[config.mk]
export PLATFORM = sky130hd
export DESIGN_NAME = frame_sequencer
export DESIGN_NICKNAME = d
export VERILOG_FILES = /design/src/logic/anc_pkg.sv /design/src/logic/frame_sequencer.sv
export VERILOG_INCLUDE_DIRS = /design/src /design/src/include
export SDC_FILE = /design/constraint.sdc
export NUM_CORES = 1
export LEC_CHECK = 0
export BUFFER_PORTS_ARGS = -buffer_cell sky130_fd_sc_hd__buf_4
export CORE_MARGIN = 2
export CORE_UTILIZATION = 45
export CTS_BUF_LIST = sky130_fd_sc_hd__clkbuf_4 sky130_fd_sc_hd__clkbuf_8
export DETAILED_ROUTE_END_ITERATION = 8
export PLACE_DENSITY_LB_ADDON = 0.3
export SLEW_MARGIN = 20
export SYNTH_ARGS = -nofsm -noshare
export SYNTH_HDL_FRONTEND = slang
export SYNTH_SLANG_ARGS = --single-unit
[constraint.sdc]
create_clock -name clk -period 2.56 [get_ports clk]
set_clock_uncertainty 0.05 [all_clocks]
set_input_delay 0.768 -clock clk [delete_from_list [all_inputs] [get_ports clk]]
set_output_delay 0.768 -clock clk [all_outputs]
set_load 0.05 [all_outputs]
[src/include/anc_defines.svh]
`ifndef ANC_DEFINES_SVH
`define ANC_DEFINES_SVH

// Filter length and sample format
`define ANC_TAPS        32
`define ANC_SAMPLE_W    14
`define ANC_IDX_W       5

// Weights are Q15.16 in two's complement
`define ANC_WEIGHT_W    32
`define ANC_W_FRAC      16

// Holds 32 products of 46 bits without overflow
`define ANC_ACC_W       52

`define ANC_MU_SHIFT    12  // Step size as a power of two

`define ANC_PRIM_DELAY  16  // Primary alignment in frames, half the tap count

`endif
[src/logic/anc_pkg.sv]
`include "anc_defines.svh"

package anc_pkg;

    typedef logic signed [`ANC_SAMPLE_W-1:0] sample_t;
    typedef logic signed [`ANC_WEIGHT_W-1:0] weight_t;
    typedef logic signed [`ANC_ACC_W-1:0]    acc_t;

    // Primary samples of both channels, taken in the same frame
    typedef struct packed {
        sample_t a;
        sample_t b;
    } prim_pair_t;

    // Cancelled samples, held from one ERROR phase to the next
    typedef struct packed {
        sample_t a;
        sample_t b;
    } err_pair_t;

    // Decoded strobes from the frame sequencer
    typedef struct packed {
        logic                  shift;      // Push new samples into the delay lines
        logic                  clear_acc;  // Zero the accumulators before FILTER
        logic                  mac_en;     // FILTER phase
        logic                  latch_err;  // ERROR phase
        logic                  adapt_en;   // ADAPT phase
        logic [`ANC_IDX_W-1:0] tap_idx;    // Tap handled in this cycle
    } anc_ctrl_t;

endpackage

[src/logic/frame_sequencer.sv]
`timescale 1ns/1ps
`include "anc_defines.svh"

module frame_sequencer import anc_pkg::*;
(
    input  logic      clk,
    input  logic      rstn,
    input  logic      head_flag,
    output anc_ctrl_t ctrl
);

    localparam logic [`ANC_IDX_W-1:0] LAST_IDX = `ANC_IDX_W'(`ANC_TAPS - 1);

    typedef enum logic [2:0] {
        S_IDLE,
        S_LOAD,
        S_FILTER,
        S_ERROR,
        S_ADAPT,
        S_HOLD
    } state_t;

    state_t                state;
    state_t                state_nxt;
    logic [`ANC_IDX_W-1:0] phase_cnt;
    logic [`ANC_IDX_W-1:0] phase_cnt_nxt;
    anc_ctrl_t             ctrl_nxt;

    // FILTER and ADAPT share the phase counter, both run from tap 0 to the last tap
    always_comb
    begin
        state_nxt     = state;
        phase_cnt_nxt = phase_cnt;
        case (state)
            S_IDLE:   if (head_flag) state_nxt = S_LOAD;
            S_LOAD:
            begin
                state_nxt     = S_FILTER;
                phase_cnt_nxt = '0;
            end
            S_FILTER:
            begin
                phase_cnt_nxt = phase_cnt + 1'b1;
                if (phase_cnt == LAST_IDX)
                begin
                    state_nxt     = S_ERROR;
                    phase_cnt_nxt = '0;
                end
            end
            S_ERROR:  state_nxt = S_ADAPT;
            S_ADAPT:
            begin
                phase_cnt_nxt = phase_cnt + 1'b1;
                if (phase_cnt == LAST_IDX)
                begin
                    state_nxt     = head_flag ? S_HOLD : S_IDLE;  // Skip HOLD once the flag is down
                    phase_cnt_nxt = '0;
                end
            end
            S_HOLD:   if (!head_flag) state_nxt = S_IDLE;
            default:  state_nxt = S_IDLE;
        endcase
    end

    // Strobes are decoded from the next state so they line up with the state register
    always_comb
    begin
        ctrl_nxt.shift     = (state_nxt == S_LOAD);
        ctrl_nxt.clear_acc = (state_nxt == S_LOAD);
        ctrl_nxt.mac_en    = (state_nxt == S_FILTER);
        ctrl_nxt.latch_err = (state_nxt == S_ERROR);
        ctrl_nxt.adapt_en  = (state_nxt == S_ADAPT);
        ctrl_nxt.tap_idx   = phase_cnt_nxt;
    end

    always_ff @(posedge clk or negedge rstn)
    begin
        if (!rstn)
        begin
            state     <= S_IDLE;
            phase_cnt <= '0;
            ctrl      <= '0;
        end
        else
        begin
            state     <= state_nxt;
            phase_cnt <= phase_cnt_nxt;
            ctrl      <= ctrl_nxt;
        end
    end

endmodule

==> out/qor_table.md, run 1 <==
| Quantity | Value | Unit |
|---|---|---|
| Critical-path top delay cell | sky130_fd_sc_hd__dfrtp_1 | - |
| Global-route wire length before repair | 2740 | µm |
| Type of element launching the critical path | flip-flop | - |
| Worst slew margin relative to its limit | 60.5 | % |
| Power Total | 1.21 | mW |
| Fmax | 0.487 | GHz |
| Number of pins with negative max-slew slack in the final report | 0 | - |
| Number of enable flip-flop cells after synthesis | 0 | - |
| Leading post-synthesis cells by instance count | 12 x sky130_fd_sc_hd__dfrtp_1, 5 x sky130_fd_sc_hd__nor2_1, 4 x sky130_fd_sc_hd__a21oi_1 | - |
| Post-synthesis cell type count | 35 | - |
| CTS sink count | 12 | - |
| Deepest clock path buffer count | 2 | - |
| Dpl hpwl | 1010 | µm |
| Warning count from the yosys run | 0 | - |
| Buffers inserted during post-CTS setup optimization | 0 | - |
| Cells taking the most area after synthesis | sky130_fd_sc_hd__dfrtp_1 41%, sky130_fd_sc_hd__ha_1 5.2%, sky130_fd_sc_hd__nor3b_2 5.2% | - |
| Number of hold buffers added after CTS | 0 | - |
| Sequential-to-total area share from yosys stat | 41.2 | % |
| Clock network latency to the later pin of the worst-skew pair | 0.28 | ns |
| Post-route fraction of the period consumed by the critical path | 80.2 | % |
| Unrepaired setup endpoints after global routing | no | - |
| Drt first-iter violations | 20 | - |
| Gpl congestion | 0.884 | - |
| Actual slew at the worst max-slew pin | 0.593 | ns |
| Count of endpoints failing hold in the final timing report | 0 | - |
| Total number of placement rows | 14 | - |
| Max rail drop VDD | 0.823 | mV |
| Launching point of the worst reg2reg path | phase_cnt[0]$_DFFE_PN0P_ | - |
| Clock-pin slew of the registers on the worst-case setup and hold paths | 0.08 | ns |
| Final setup violating endpoints | 0 | - |
| Count of buffer and inverter cells on the critical path | 0 | - |
| Pwr/cell area | 1440 | nW/µm² |
| Die boundary height | 44.2 | µm |
| CTS-repair resized insts | 0 | - |
| Element type at the critical path end | flip-flop | - |
| Cell type contributing the most total cell area after synthesis | sky130_fd_sc_hd__dfrtp_1 | - |
| Number of diodes | 0 | - |
| Slowest Stage Delay on Critical Path | 0.49 | ns |
| Worst hold-check path type | in -> async | - |
| Core footprint | 1510 | µm² |
| Most used DFF post-synth | sky130_fd_sc_hd__dfrtp_1 | - |
| Area of the mapped netlist | 728 | µm² |
| Count of boundary I/O pins | 13 | - |
| Worst setup path category | reg -> reg | - |
| Synth top area share | 41.2 | % |
| Count of state elements after synthesis | 12 | - |
| Initial antenna violation count | 0 | - |
| Cells along the critical path | ha_1 > and3_1 > ha_1 > o21bai_1 > maj3_1 > nand2_1 > o21ai_1 | - |
| Hold_ws | 0.255 | ns |
| Outcome | finished clean | - |
| Number of global-route vias before repair | 568 | - |
| Share of async-settable or async-resettable flops after synthesis | 100 | % |
| Synthesis-to-layout area growth | 15.1 | % |
| Total wire length | 1500 | µm |
| Maximum number of pins on one net before global-route repair | 19 | - |
| Category of cells accounting for the largest share of critical-path delay | adder cells | - |
| H-tree level count | 1 | - |
| Die W | 44.2 | µm |
| Global-route congestion overflow total | 0 | - |
| Die Outline Area | 1960 | µm² |
| Overall Global Routing Usage | 20.1 | % |
| Min Clock Period, post-route | 2.05 | ns |
| TritonCTS clock tree | yes | - |
| Most frequent cell after synthesis | sky130_fd_sc_hd__dfrtp_1 | - |
| Worst Path Required | 2.66 | ns |
| Final net count | 88 | - |
| Initial Utilization | 48.3 | % |
| Average routed wire per standard cell | 15.4 | µm |
| Drt pass-1 iters | 4 | - |
| Avg Inst Size Synth | 10.4 | µm² |
| Leakage power of the design | 0.375 | nW |
| Total of max-cap violations | 0 | - |
| Worst Path Arrival | 2.16 | ns |
| Gate count after technology mapping | 70 | - |
| Port buffer count | 12 | - |
| Number of nets produced by synthesis | 76 | - |
| Clk root buf | sky130_fd_sc_hd__clkbuf_4 | - |
| Sum of negative setup slack | 0 | ns |
| Vias post-DR | 598 | - |
| Number of CTS-inserted buffers | 3 | - |
| Antenna violation net count after detailed routing | 0 | - |
| Cell seen most often among critical-path stages | sky130_fd_sc_hd__ha_1 | - |
| Maximum fanout encountered on the critical timing path | 8 | - |
| Critical path launch point | phase_cnt[0]$_DFFE_PN0P_ | - |
| Post-detailed-route via-to-cell ratio | 6.16 | - |
| Share of layout cells above drive strength 1 | 29.6 | % |
| DR DRC count | 0 | - |
## path summary, 6_finish.rpt
kind | to | slack, ns | cells after the start
max | phase_cnt[2]$_DFFE_PN0P_ | 0.51 | 7
min | ctrl[6]$_DFF_PN0_ | 0.26 | 1
max reg2reg | phase_cnt[2]$_DFFE_PN0P_ | 0.51 | 7
min reg2reg | phase_cnt[3]$_DFFE_PN0P_ | 0.55 | 1
max in group asynchronous | phase_cnt[0]$_DFFE_PN0P_ | 2.05 | 1
min in group clk | phase_cnt[3]$_DFFE_PN0P_ | 0.55 | 1
## flip-flops by register name (all words and copies together), names as in the netlist
register and cells:
phase_cnt 5, ctrl 4, state 3
## report_power, final
group | switching (mW) | internal, mW | leakage, nW
Clock | 0.0713 | 0.0867 | 0.0210
Combinational | 0.376 | 0.260 | 0.198
Sequential | 0.155 | 0.259 | 0.156
Total | 0.602 | 0.606 | 0.375
## layout by cell type, fill, tap and decap left out, types with 3 or more instances in the layout
master	count
sky130_fd_sc_hd__dfrtp_1	12
sky130_fd_sc_hd__buf_4	12
sky130_fd_sc_hd__nor2_1	5
sky130_fd_sc_hd__a21oi_1	4
sky130_fd_sc_hd__inv_1	3
sky130_fd_sc_hd__nand2_1	3
sky130_fd_sc_hd__clkbuf_4	3
sky130_fd_sc_hd__nor3b_2	3
sky130_fd_sc_hd__ha_1	3
## worst reg2reg max path, stage by stage, from the launching register on
cell,delay [ns]
sky130_fd_sc_hd__dfrtp_1,0.49
sky130_fd_sc_hd__ha_1,0.26
sky130_fd_sc_hd__and3_1,0.20
sky130_fd_sc_hd__ha_1,0.33
sky130_fd_sc_hd__o21bai_1,0.12
sky130_fd_sc_hd__maj3_1,0.36
sky130_fd_sc_hd__nand2_1,0.07
sky130_fd_sc_hd__o21ai_1,0.05
## through the flow
step	setup slack (ns)	instances	util (%)	area [µm²]
finish	0.508	97	55.6	838
global route	0.389	97	55.6	838
CTS	0.517	97	55.6	838
detailed placement	0.530	93	53.2	802
global placement	0.605	93	53.2	802
floorplan	0.391	70	-	728
## layout make-up
type / count / area, µm²
fillers: 130 / 668
well taps: 16 / 20.0
repair buffers: 12 / 90.1
clock buffers: 4 / 36.3
multi-input cells: 50 / 380
flip-flops and latches: 12 / 300
inverters: 3 / 11.3
## cells by family after synthesis
family          Yosys count  synth area share [%]
xor+xnor                  1                  1.20
buf+inv                   8                  6.53
fa+ha+maj                 4                  6.53
compound gates           22                  21.8
mux                       1                  1.37
simple gates             22                  21.3
flops                    12                  41.2
## routing by layer
layer  global-route usage [%]  vias up  share of wire, %
li1                         -      281                 -
met1                     25.3      293                42
met2                     29.4       20                50
met3                     6.53        4               5.3
met4                     12.7        0               2.5
met5                        0        -                 0
(Power assumes the default switching activity.)
==> run 2, diff against run 1 <==
==> constraint.sdc (replaced) <==
create_clock -name clk -period 1.8 [get_ports clk]
set_clock_uncertainty 0.05 [all_clocks]
set_input_delay 0.54 -clock clk [delete_from_list [all_inputs] [get_ports clk]]
set_output_delay 0.54 -clock clk [all_outputs]
set_load 0.05 [all_outputs]
==> run 2 against run 1 <==
  * Sequential cell count is the same
  * Clock-buffer cell count is the same
  * Clock power grew 44%
  * Cell count grew 6.2%
  * First-iteration DRC count shrank 10%
  * Wire length grew 0.60%
  * Total power grew 56%
  * Sequential share of layout area shrank 3.4 points
  * Hold slack lost 0.24 ns
  * Critical path type unchanged
  * Highest routed layer unchanged
  * Fmax grew 15%
  * Via count grew 0.84%
==> out/qor_table.md, run 2 (synthesized netlist as in run 1, its figures left out) <==
| Quantity | Value | Unit | Delta |
|---|---|---|---|
| Outcome | finished clean | - | unchanged |
| CTS sink count | 12 | - | unchanged |
| Worst hold-check path type | in -> async | - | unchanged |
| Total wire length | 1510 | µm | was 1500 µm |
| Worst slew margin relative to its limit | 70.5 | % | was 60.5% |
| Cells along the critical path | ha_4 > and3_4 > ha_4 > nor4bb_1 > a21oi_1 > o32a_1 > o21ai_1 | - | was ha_1 > and3_1 > ha_1 > o21bai_1 > maj3_1 > nand2_1 > o21ai_1 |
| Hold_ws | 0.0175 | ns | was 0.255 ns |
| Average routed wire per standard cell | 14.6 | µm | was 15.4 µm |
| Critical-path top delay cell | sky130_fd_sc_hd__dfrtp_4 | - | was sky130_fd_sc_hd__dfrtp_1 |
| Dpl hpwl | 1070 | µm | was 1010 µm |
| Count of buffer and inverter cells on the critical path | 0 | - | unchanged |
| Count of boundary I/O pins | 13 | - | unchanged |
| Number of fillers in the final layout | 137 | - | was 130 |
| Drt pass-1 iters | 4 | - | unchanged |
| Initial Utilization | 48.3 | % | unchanged |
| Gpl congestion | 0.773 | - | was 0.884 |
| Worst Path Arrival | 1.94 | ns | was 2.16 ns |
| Post-detailed-route via-to-cell ratio | 5.85 | - | was 6.16 |
| Number of flip-flops in the largest register | 5 | - | unchanged |
| Post-route fraction of the period consumed by the critical path | 99.2 | % | was 80.2% |
| Leading cell type in the layout, fill and taps excluded | sky130_fd_sc_hd__buf_4 | - |  |
| Element type at the critical path end | flip-flop | - | unchanged |
| Slowest Stage Delay on Critical Path | 0.50 | ns | was 0.49 ns |
| Fmax | 0.560 | GHz | was 0.487 GHz |
| Count of endpoints failing hold in the final timing report | 0 | - | unchanged |
| Highest-count cells in the layout ignoring fill and taps | 18 x sky130_fd_sc_hd__buf_4, 8 x sky130_fd_sc_hd__dfrtp_1, 5 x sky130_fd_sc_hd__nor2_1, 4 x sky130_fd_sc_hd__a21oi_1 | - | was 12 x sky130_fd_sc_hd__dfrtp_1, 12 x sky130_fd_sc_hd__buf_4, 5 x sky130_fd_sc_hd__nor2_1, 4 x sky130_fd_sc_hd__a21oi_1 |
| Leakage power of the design | 0.399 | nW | was 0.375 nW |
| Unrepaired setup endpoints after global routing | yes | - | was no |
| Port buffer count | 12 | - | unchanged |
| Deepest clock path buffer count | 2 | - | unchanged |
| Number of hold buffers added after CTS | 0 | - | unchanged |
| Final net count | 94 | - | was 88 |
| Total of max-cap violations | 0 | - | unchanged |
| Overall Global Routing Usage | 19.1 | % | was 20.1% |
| Die boundary height | 44.2 | µm | unchanged |
| DR DRC count | 0 | - | unchanged |
| Pwr/cell area | 1990 | nW/µm² | was 1440 nW/µm² |
| Drt first-iter violations | 18 | - | was 20 |
| Clock network latency to the later pin of the worst-skew pair | 0.29 | ns | was 0.28 ns |
| Type of element launching the critical path | flip-flop | - | unchanged |
| Worst Path Required | 1.95 | ns | was 2.66 ns |
| Final setup violating endpoints | 0 | - | unchanged |
| Clock-pin slew of the registers on the worst-case setup and hold paths | 0.09 | ns | was 0.08 ns |
| Worst setup path category | reg -> reg | - | unchanged |
| Maximum fanout encountered on the critical timing path | 7 | - | was 8 |
| Number of global-route vias before repair | 575 | - | was 568 |
| Die W | 44.2 | µm | unchanged |
| Power Total | 1.89 | mW | was 1.21 mW |
| Actual slew at the worst max-slew pin | 0.443 | ns | was 0.593 ns |
| Max rail drop VDD | 1.31 | mV | was 0.823 mV |
| Largest registers | phase_cnt (5), ctrl (4), state (3) | - | unchanged |
| Die Outline Area | 1960 | µm² | unchanged |
| Number of diodes | 0 | - | unchanged |
| Number of CTS-inserted buffers | 3 | - | unchanged |
| Total number of placement rows | 14 | - | unchanged |
| Core footprint | 1510 | µm² | unchanged |
| Min Clock Period, post-route | 1.79 | ns | was 2.05 ns |
| H-tree level count | 1 | - | unchanged |
| Global-route wire length before repair | 2640 | µm | was 2740 µm |
| Clk root buf | sky130_fd_sc_hd__clkbuf_4 | - | unchanged |
| Share of layout cells above drive strength 1 | 46.0 | % | was 29.6% |
| TritonCTS clock tree | yes | - | unchanged |
| Vias post-DR | 603 | - | was 598 |
| Maximum number of pins on one net before global-route repair | 13 | - | was 19 |
| Global-route congestion overflow total | 0 | - | unchanged |
| Synthesis-to-layout area growth | 30.2 | % | was 15.1% |
| Initial antenna violation count | 0 | - | unchanged |
| Number of pins with negative max-slew slack in the final report | 0 | - | unchanged |
| Antenna violation net count after detailed routing | 0 | - | unchanged |
| Largest register by flop count | phase_cnt | - | unchanged |
| Cell seen most often among critical-path stages | sky130_fd_sc_hd__ha_4 | - | was sky130_fd_sc_hd__ha_1 |
| Category of cells accounting for the largest share of critical-path delay | flip-flops | - | was adder cells |
## run 2: changes by cell type in the layout (fill, tap and decap cells not counted), moves of 2 or more
cell and change:
sky130_fd_sc_hd__buf_4 +6, sky130_fd_sc_hd__a221oi_2 +2, sky130_fd_sc_hd__ha_1 -3, sky130_fd_sc_hd__dfrtp_2 +3
sky130_fd_sc_hd__ha_4 +3, sky130_fd_sc_hd__a221oi_1 -2, sky130_fd_sc_hd__dfrtp_1 -4
## run 2: what timing repair did
action,in CTS,in global routing
pin swaps,1,2
resized for setup,0,1
setup endpoints to repair,1,4
setup buffers,0,1
## run 2: path summary, 6_finish.rpt
check	from	end	slack (ns)	depth (start not counted)
max reg2reg	phase_cnt[0]$_DFFE_PN0P_	phase_cnt[2]$_DFFE_PN0P_	0.01	7
min	rstn	phase_cnt[4]$_DFFE_PN0P_	0.02	1
min in group clk	head_flag	ctrl[8]$_DFF_PN0_	0.50	2
max	phase_cnt[0]$_DFFE_PN0P_	phase_cnt[2]$_DFFE_PN0P_	0.01	7
max in group asynchronous	rstn	phase_cnt[2]$_DFFE_PN0P_	1.50	1
min reg2reg	phase_cnt[3]$_DFFE_PN0P_	phase_cnt[3]$_DFFE_PN0P_	0.53	1
## run 2: through the flow
step                cells  setup WS, ns  setup TNS, ns  utilization (%)  cell area, µm²
floorplan              70       -0.0618        -0.0923                -             787
global placement       98        0.0393              0             59.6             898
detailed placement     98        0.0143              0             59.6             898
CTS                   102       0.00649              0             62.0             935
global route          103       -0.0807         -0.157             63.0             948
finish                103        0.0145              0             63.0             948
## run 2: per-layer routing
| metal | GRT usage (%) | part of all wire, % | routed length (µm) | up-vias |
|---|---|---|---|---|
| li1 | - | - | - | 296 |
| met1 | 25.4 | 45 | 683 | 287 |
| met2 | 30.0 | 48 | 721 | 15 |
| met3 | 2.45 | 4.0 | 60 | 5 |
| met4 | 10.9 | 2.7 | 40 | 0 |
| met5 | 0 | 0 | 0 | - |
## run 2: area by class of cell
type / count / area [µm²] / share of cell area, %
clock buffers: 4 / 36.3 / 3.83
inverters: 3 / 11.3 / 1.19
multi-input cells: 50 / 438 / 46.2
flip-flops and latches: 12 / 308 / 32.5
well taps: 16 / 20.0 / 2.11
repair buffers: 18 / 135 / 14.2
## run 2: report_power, final
group | internal [mW] | total, mW | switching, mW
Sequential | 0.380 | 0.560 | 0.180
Combinational | 0.478 | 1.10 | 0.624
Clock | 0.123 | 0.228 | 0.105
==> run 3, diff against run 2 <==
--- a/config.mk
+++ b/config.mk
@@ -7,11 +7,13 @@
 export NUM_CORES = 1
 export LEC_CHECK = 0
 export BUFFER_PORTS_ARGS = -buffer_cell sky130_fd_sc_hd__buf_4
+export CELL_PAD_IN_SITES_DETAIL_PLACEMENT = 1
+export CELL_PAD_IN_SITES_GLOBAL_PLACEMENT = 1
 export CORE_MARGIN = 2
-export CORE_UTILIZATION = 45
+export CORE_UTILIZATION = 39
 export CTS_BUF_LIST = sky130_fd_sc_hd__clkbuf_4 sky130_fd_sc_hd__clkbuf_8
 export DETAILED_ROUTE_END_ITERATION = 8
-export PLACE_DENSITY_LB_ADDON = 0.3
+export PLACE_DENSITY_LB_ADDON = 0.1
 export SLEW_MARGIN = 20
 export SYNTH_ARGS = -nofsm -noshare
 export SYNTH_HDL_FRONTEND = slang
==> run 3 against run 2 <==
  * Cell count up 9.7%
  * Wire length up 23%
  * Sequential cell count unchanged
  * Global-route usage up 0.61 points
  * First-iteration DRC count down 67%
  * Non-clock buffer count up 1
  * Cell area up 2.4%
==> out/qor_table.md, run 3 (synthesized netlist as in run 1, its figures left out) <==
| Quantity | Value | Unit | Delta |
|---|---|---|---|
| Dpl hpwl | 1380 | µm | was 1070 µm |
| Hold_ws | 0.0407 | ns | was 0.0175 ns |
| R2R depth | 7 | - | unchanged |
| Largest registers | phase_cnt (5), ctrl (4), state (3) | - | unchanged |
| Maximum fanout encountered on the critical timing path | 7 | - | unchanged |
| Number of hold buffers added after CTS | 0 | - | unchanged |
| Core footprint | 1750 | µm² | was 1510 µm² |
| Cell area after layout | 971 | µm² | was 948 µm² |
| Fraction of power consumed by combinational cells | 59.7 | % | was 58.3% |
| Worst setup path category | reg -> reg | - | unchanged |
| Post-detailed-route via-to-cell ratio | 5.33 | - | was 5.85 |
| Initial antenna violation count | 0 | - | unchanged |
| Outcome | finished clean | - | unchanged |
| Synthesis-to-layout area growth | 33.3 | % | was 30.2% |
| Final worst slack | 0.0153 | ns | was 0.0145 ns |
| Number of flip-flops in the largest register | 5 | - | unchanged |
| Min Clock Period, post-route | 1.78 | ns | was 1.79 ns |
| Final setup violating endpoints | 0 | - | unchanged |
| Average routed wire per standard cell | 16.4 | µm | was 14.6 µm |
| Leading cell type in the layout, fill and taps excluded | sky130_fd_sc_hd__buf_4 | - | unchanged |
| Clock-pin slew of the registers on the worst-case setup and hold paths | 0.08 | ns | was 0.09 ns |
| Worst hold-check path type | in -> async | - | unchanged |
| Pwr/cell area | 1980 | nW/µm² | was 1990 nW/µm² |
| Placed Cells | 108 | - | was 98 |
| Total wire length | 1860 | µm | was 1510 µm |
| Critical-path top delay cell | sky130_fd_sc_hd__dfrtp_4 | - | unchanged |
| Sequential power share | 29.1 | % | was 29.6% |
| Element type at the critical path end | flip-flop | - | unchanged |
| Actual slew at the worst max-slew pin | 0.495 | ns | was 0.443 ns |
| Largest register by flop count | phase_cnt | - | unchanged |
| Overall Global Routing Usage | 19.8 | % | was 19.1% |
| H-tree level count | 1 | - | unchanged |
| DP Worst Slack | -0.00705 | ns | was 0.0143 ns |
| Share of layout cells above drive strength 1 | 47.7 | % | was 46.0% |
| Vias post-DR | 602 | - | was 603 |
| Number of diodes | 0 | - | unchanged |
| Antenna violation net count after detailed routing | 0 | - | unchanged |
| Clock network latency to the later pin of the worst-skew pair | 0.27 | ns | was 0.29 ns |
| Launching point of the worst reg2reg path | phase_cnt[0]$_DFFE_PN0P_ | - | unchanged |
| Post-route fraction of the period consumed by the critical path | 99.1 | % | was 99.2% |
| DR DRC count | 0 | - | unchanged |
| Die boundary height | 47.2 | µm | was 44.2 µm |
| Maximum number of pins on one net before global-route repair | 14 | - | was 13 |
| Worst Path Required | 1.95 | ns | about the same |
| Finished Layout Cells | 113 | - | was 103 |
| Drt first-iter violations | 6 | - | was 18 |
| Number of CTS-inserted buffers | 3 | - | unchanged |
| Number of global-route vias before repair | 604 | - | was 575 |
| Die Outline Area | 2230 | µm² | was 1960 µm² |
| Final net count | 95 | - | was 94 |
| Count of endpoints failing hold in the final timing report | 0 | - | unchanged |
| Total number of placement rows | 15 | - | was 14 |
| Leakage power of the design | 0.402 | nW | was 0.399 nW |
| Clk root buf | sky130_fd_sc_hd__clkbuf_4 | - | unchanged |
| CTS sink count | 12 | - | unchanged |
| Cells along the critical path | ha_4 > and3_4 > ha_4 > nor3b_2 > a21oi_2 > a31o_1 > nor3_2 | - | was ha_4 > and3_4 > ha_4 > nor4bb_1 > a21oi_1 > o32a_1 > o21ai_1 |
| Fmax | 0.560 | GHz | about the same |
| Max rail drop VDD | 1.13 | mV | was 1.31 mV |
| Count of boundary I/O pins | 13 | - | unchanged |
| Capture instance of the worst register-to-register path | ctrl[7]$_DFF_PN0_ | - | was phase_cnt[2]$_DFFE_PN0P_ |
| Power Total | 1.92 | mW | was 1.89 mW |
| Slowest Stage Delay on Critical Path | 0.50 | ns | about the same |
| Net switching share of the total power | 48.6 | % | was 48.1% |
| Worst R2R Setup Slack | 0.02 | ns | was 0.01 ns |
| Port buffer count | 12 | - | unchanged |
| Highest-count cells in the layout ignoring fill and taps | 19 x sky130_fd_sc_hd__buf_4, 8 x sky130_fd_sc_hd__dfrtp_1, 5 x sky130_fd_sc_hd__nor2_1 | - | was 18 x sky130_fd_sc_hd__buf_4, 8 x sky130_fd_sc_hd__dfrtp_1, 5 x sky130_fd_sc_hd__nor2_1, 4 x sky130_fd_sc_hd__a21oi_1 |
| Drt pass-1 iters | 2 | - | was 4 |
| Gpl congestion | 0.792 | - | was 0.773 |
| Worst setup path endpoint | ctrl[7]$_DFF_PN0_ | - | was phase_cnt[2]$_DFFE_PN0P_ |
| Global-route congestion overflow total | 0 | - | unchanged |
| Standard cell area after detailed placement | 917 | µm² | was 898 µm² |
| Type of element launching the critical path | flip-flop | - | unchanged |
| TritonCTS clock tree | yes | - | unchanged |
| Unrepaired setup endpoints after global routing | yes | - | unchanged |
| Clock group share of total power | 11.2 | % | was 12.1% |
| Internal power consumption | 990 | µW | was 982 µW |
| Deepest clock path buffer count | 2 | - | unchanged |
| Total of max-cap violations | 0 | - | unchanged |
| Number of pins with negative max-slew slack in the final report | 0 | - | unchanged |
| Worst Path Arrival | 1.93 | ns | was 1.94 ns |
| Global-route wire length before repair | 2990 | µm | was 2640 µm |
| Critical path launch point | phase_cnt[0]$_DFFE_PN0P_ | - | unchanged |
| Die W | 47.2 | µm | was 44.2 µm |
| Cell seen most often among critical-path stages | sky130_fd_sc_hd__ha_4 | - | unchanged |
| Worst slew margin relative to its limit | 67.0 | % | was 70.5% |
| Net switching power | 934 | µW | was 908 µW |
| Initial Utilization | 41.7 | % | was 48.3% |
run 3: cell count changes in the layout (fill, tap and decap cells not counted), sizes merged:
| cell | before | now |
|---|---|---|
| buf | 18 | 19 |
run 3: cell type report:
| cell class | instances | area (µm²) |
|---|---|---|
| fillers | 203 | 774 |
| multi-input cells | 50 | 442 |
| flip-flops and latches | 12 | 308 |
| repair buffers | 19 | 143 |
| clock buffers | 4 | 36.3 |
| well taps | 25 | 31.3 |
| inverters | 3 | 11.3 |
run 3: power by group through the flow:
stage | Combinational [mW] | Clock, mW | Sequential (mW)
final | 1.15 | 0.216 | 0.561
after global routing | 1.25 | 0.233 | 0.588
after CTS | 1.14 | 0.224 | 0.563
after detailed placement | 1.13 | 0 | 0.568
after global placement | 1.10 | 0 | 0.556
after floorplan | 0.638 | 0 | 0.741
run 3: stage by stage:
step | TNS, ns | util [%]
finish | 0 | 55.6
detailed placement | -0.00705 | 52.5
floorplan | -0.0923 | -
global route | -0.219 | 55.6
CTS | 0 | 55.1
global placement | 0 | 52.5
run 3: critical path, delay by kind of cell, from the launching register on:
kind            cells  cell delay (ns)
simple gates        3             0.52
flops               1             0.50
fa+ha+maj           2             0.36
compound gates      2             0.28
run 3: worst min path at each step:
stage	startpoint	to	slack, ns	cells after the start
floorplan	rstn	ctrl[5]$_DFF_PN0_	0.19	0
global placement	rstn	ctrl[8]$_DFF_PN0_	0.34	1
detailed placement	rstn	ctrl[8]$_DFF_PN0_	0.34	1
CTS	rstn	phase_cnt[2]$_DFFE_PN0P_	0.04	1
global route	rstn	phase_cnt[2]$_DFFE_PN0P_	0.04	1
finish	rstn	phase_cnt[2]$_DFFE_PN0P_	0.04	1
run 3: repair_timing:
item | in CTS | in global routing
setup endpoints to repair | 1 | 4
buffers inserted | 1 | 0
gates resized for setup | 0 | 2
pin swaps | 2 | 0
run 3: per-layer routing:
metal,vias to the layer above,global-route usage [%],wire (µm)
li1,294,-,-
met1,298,27.5,828
met2,8,32.6,970
met3,2,2.31,41
met4,0,5.00,17
met5,-,0,0
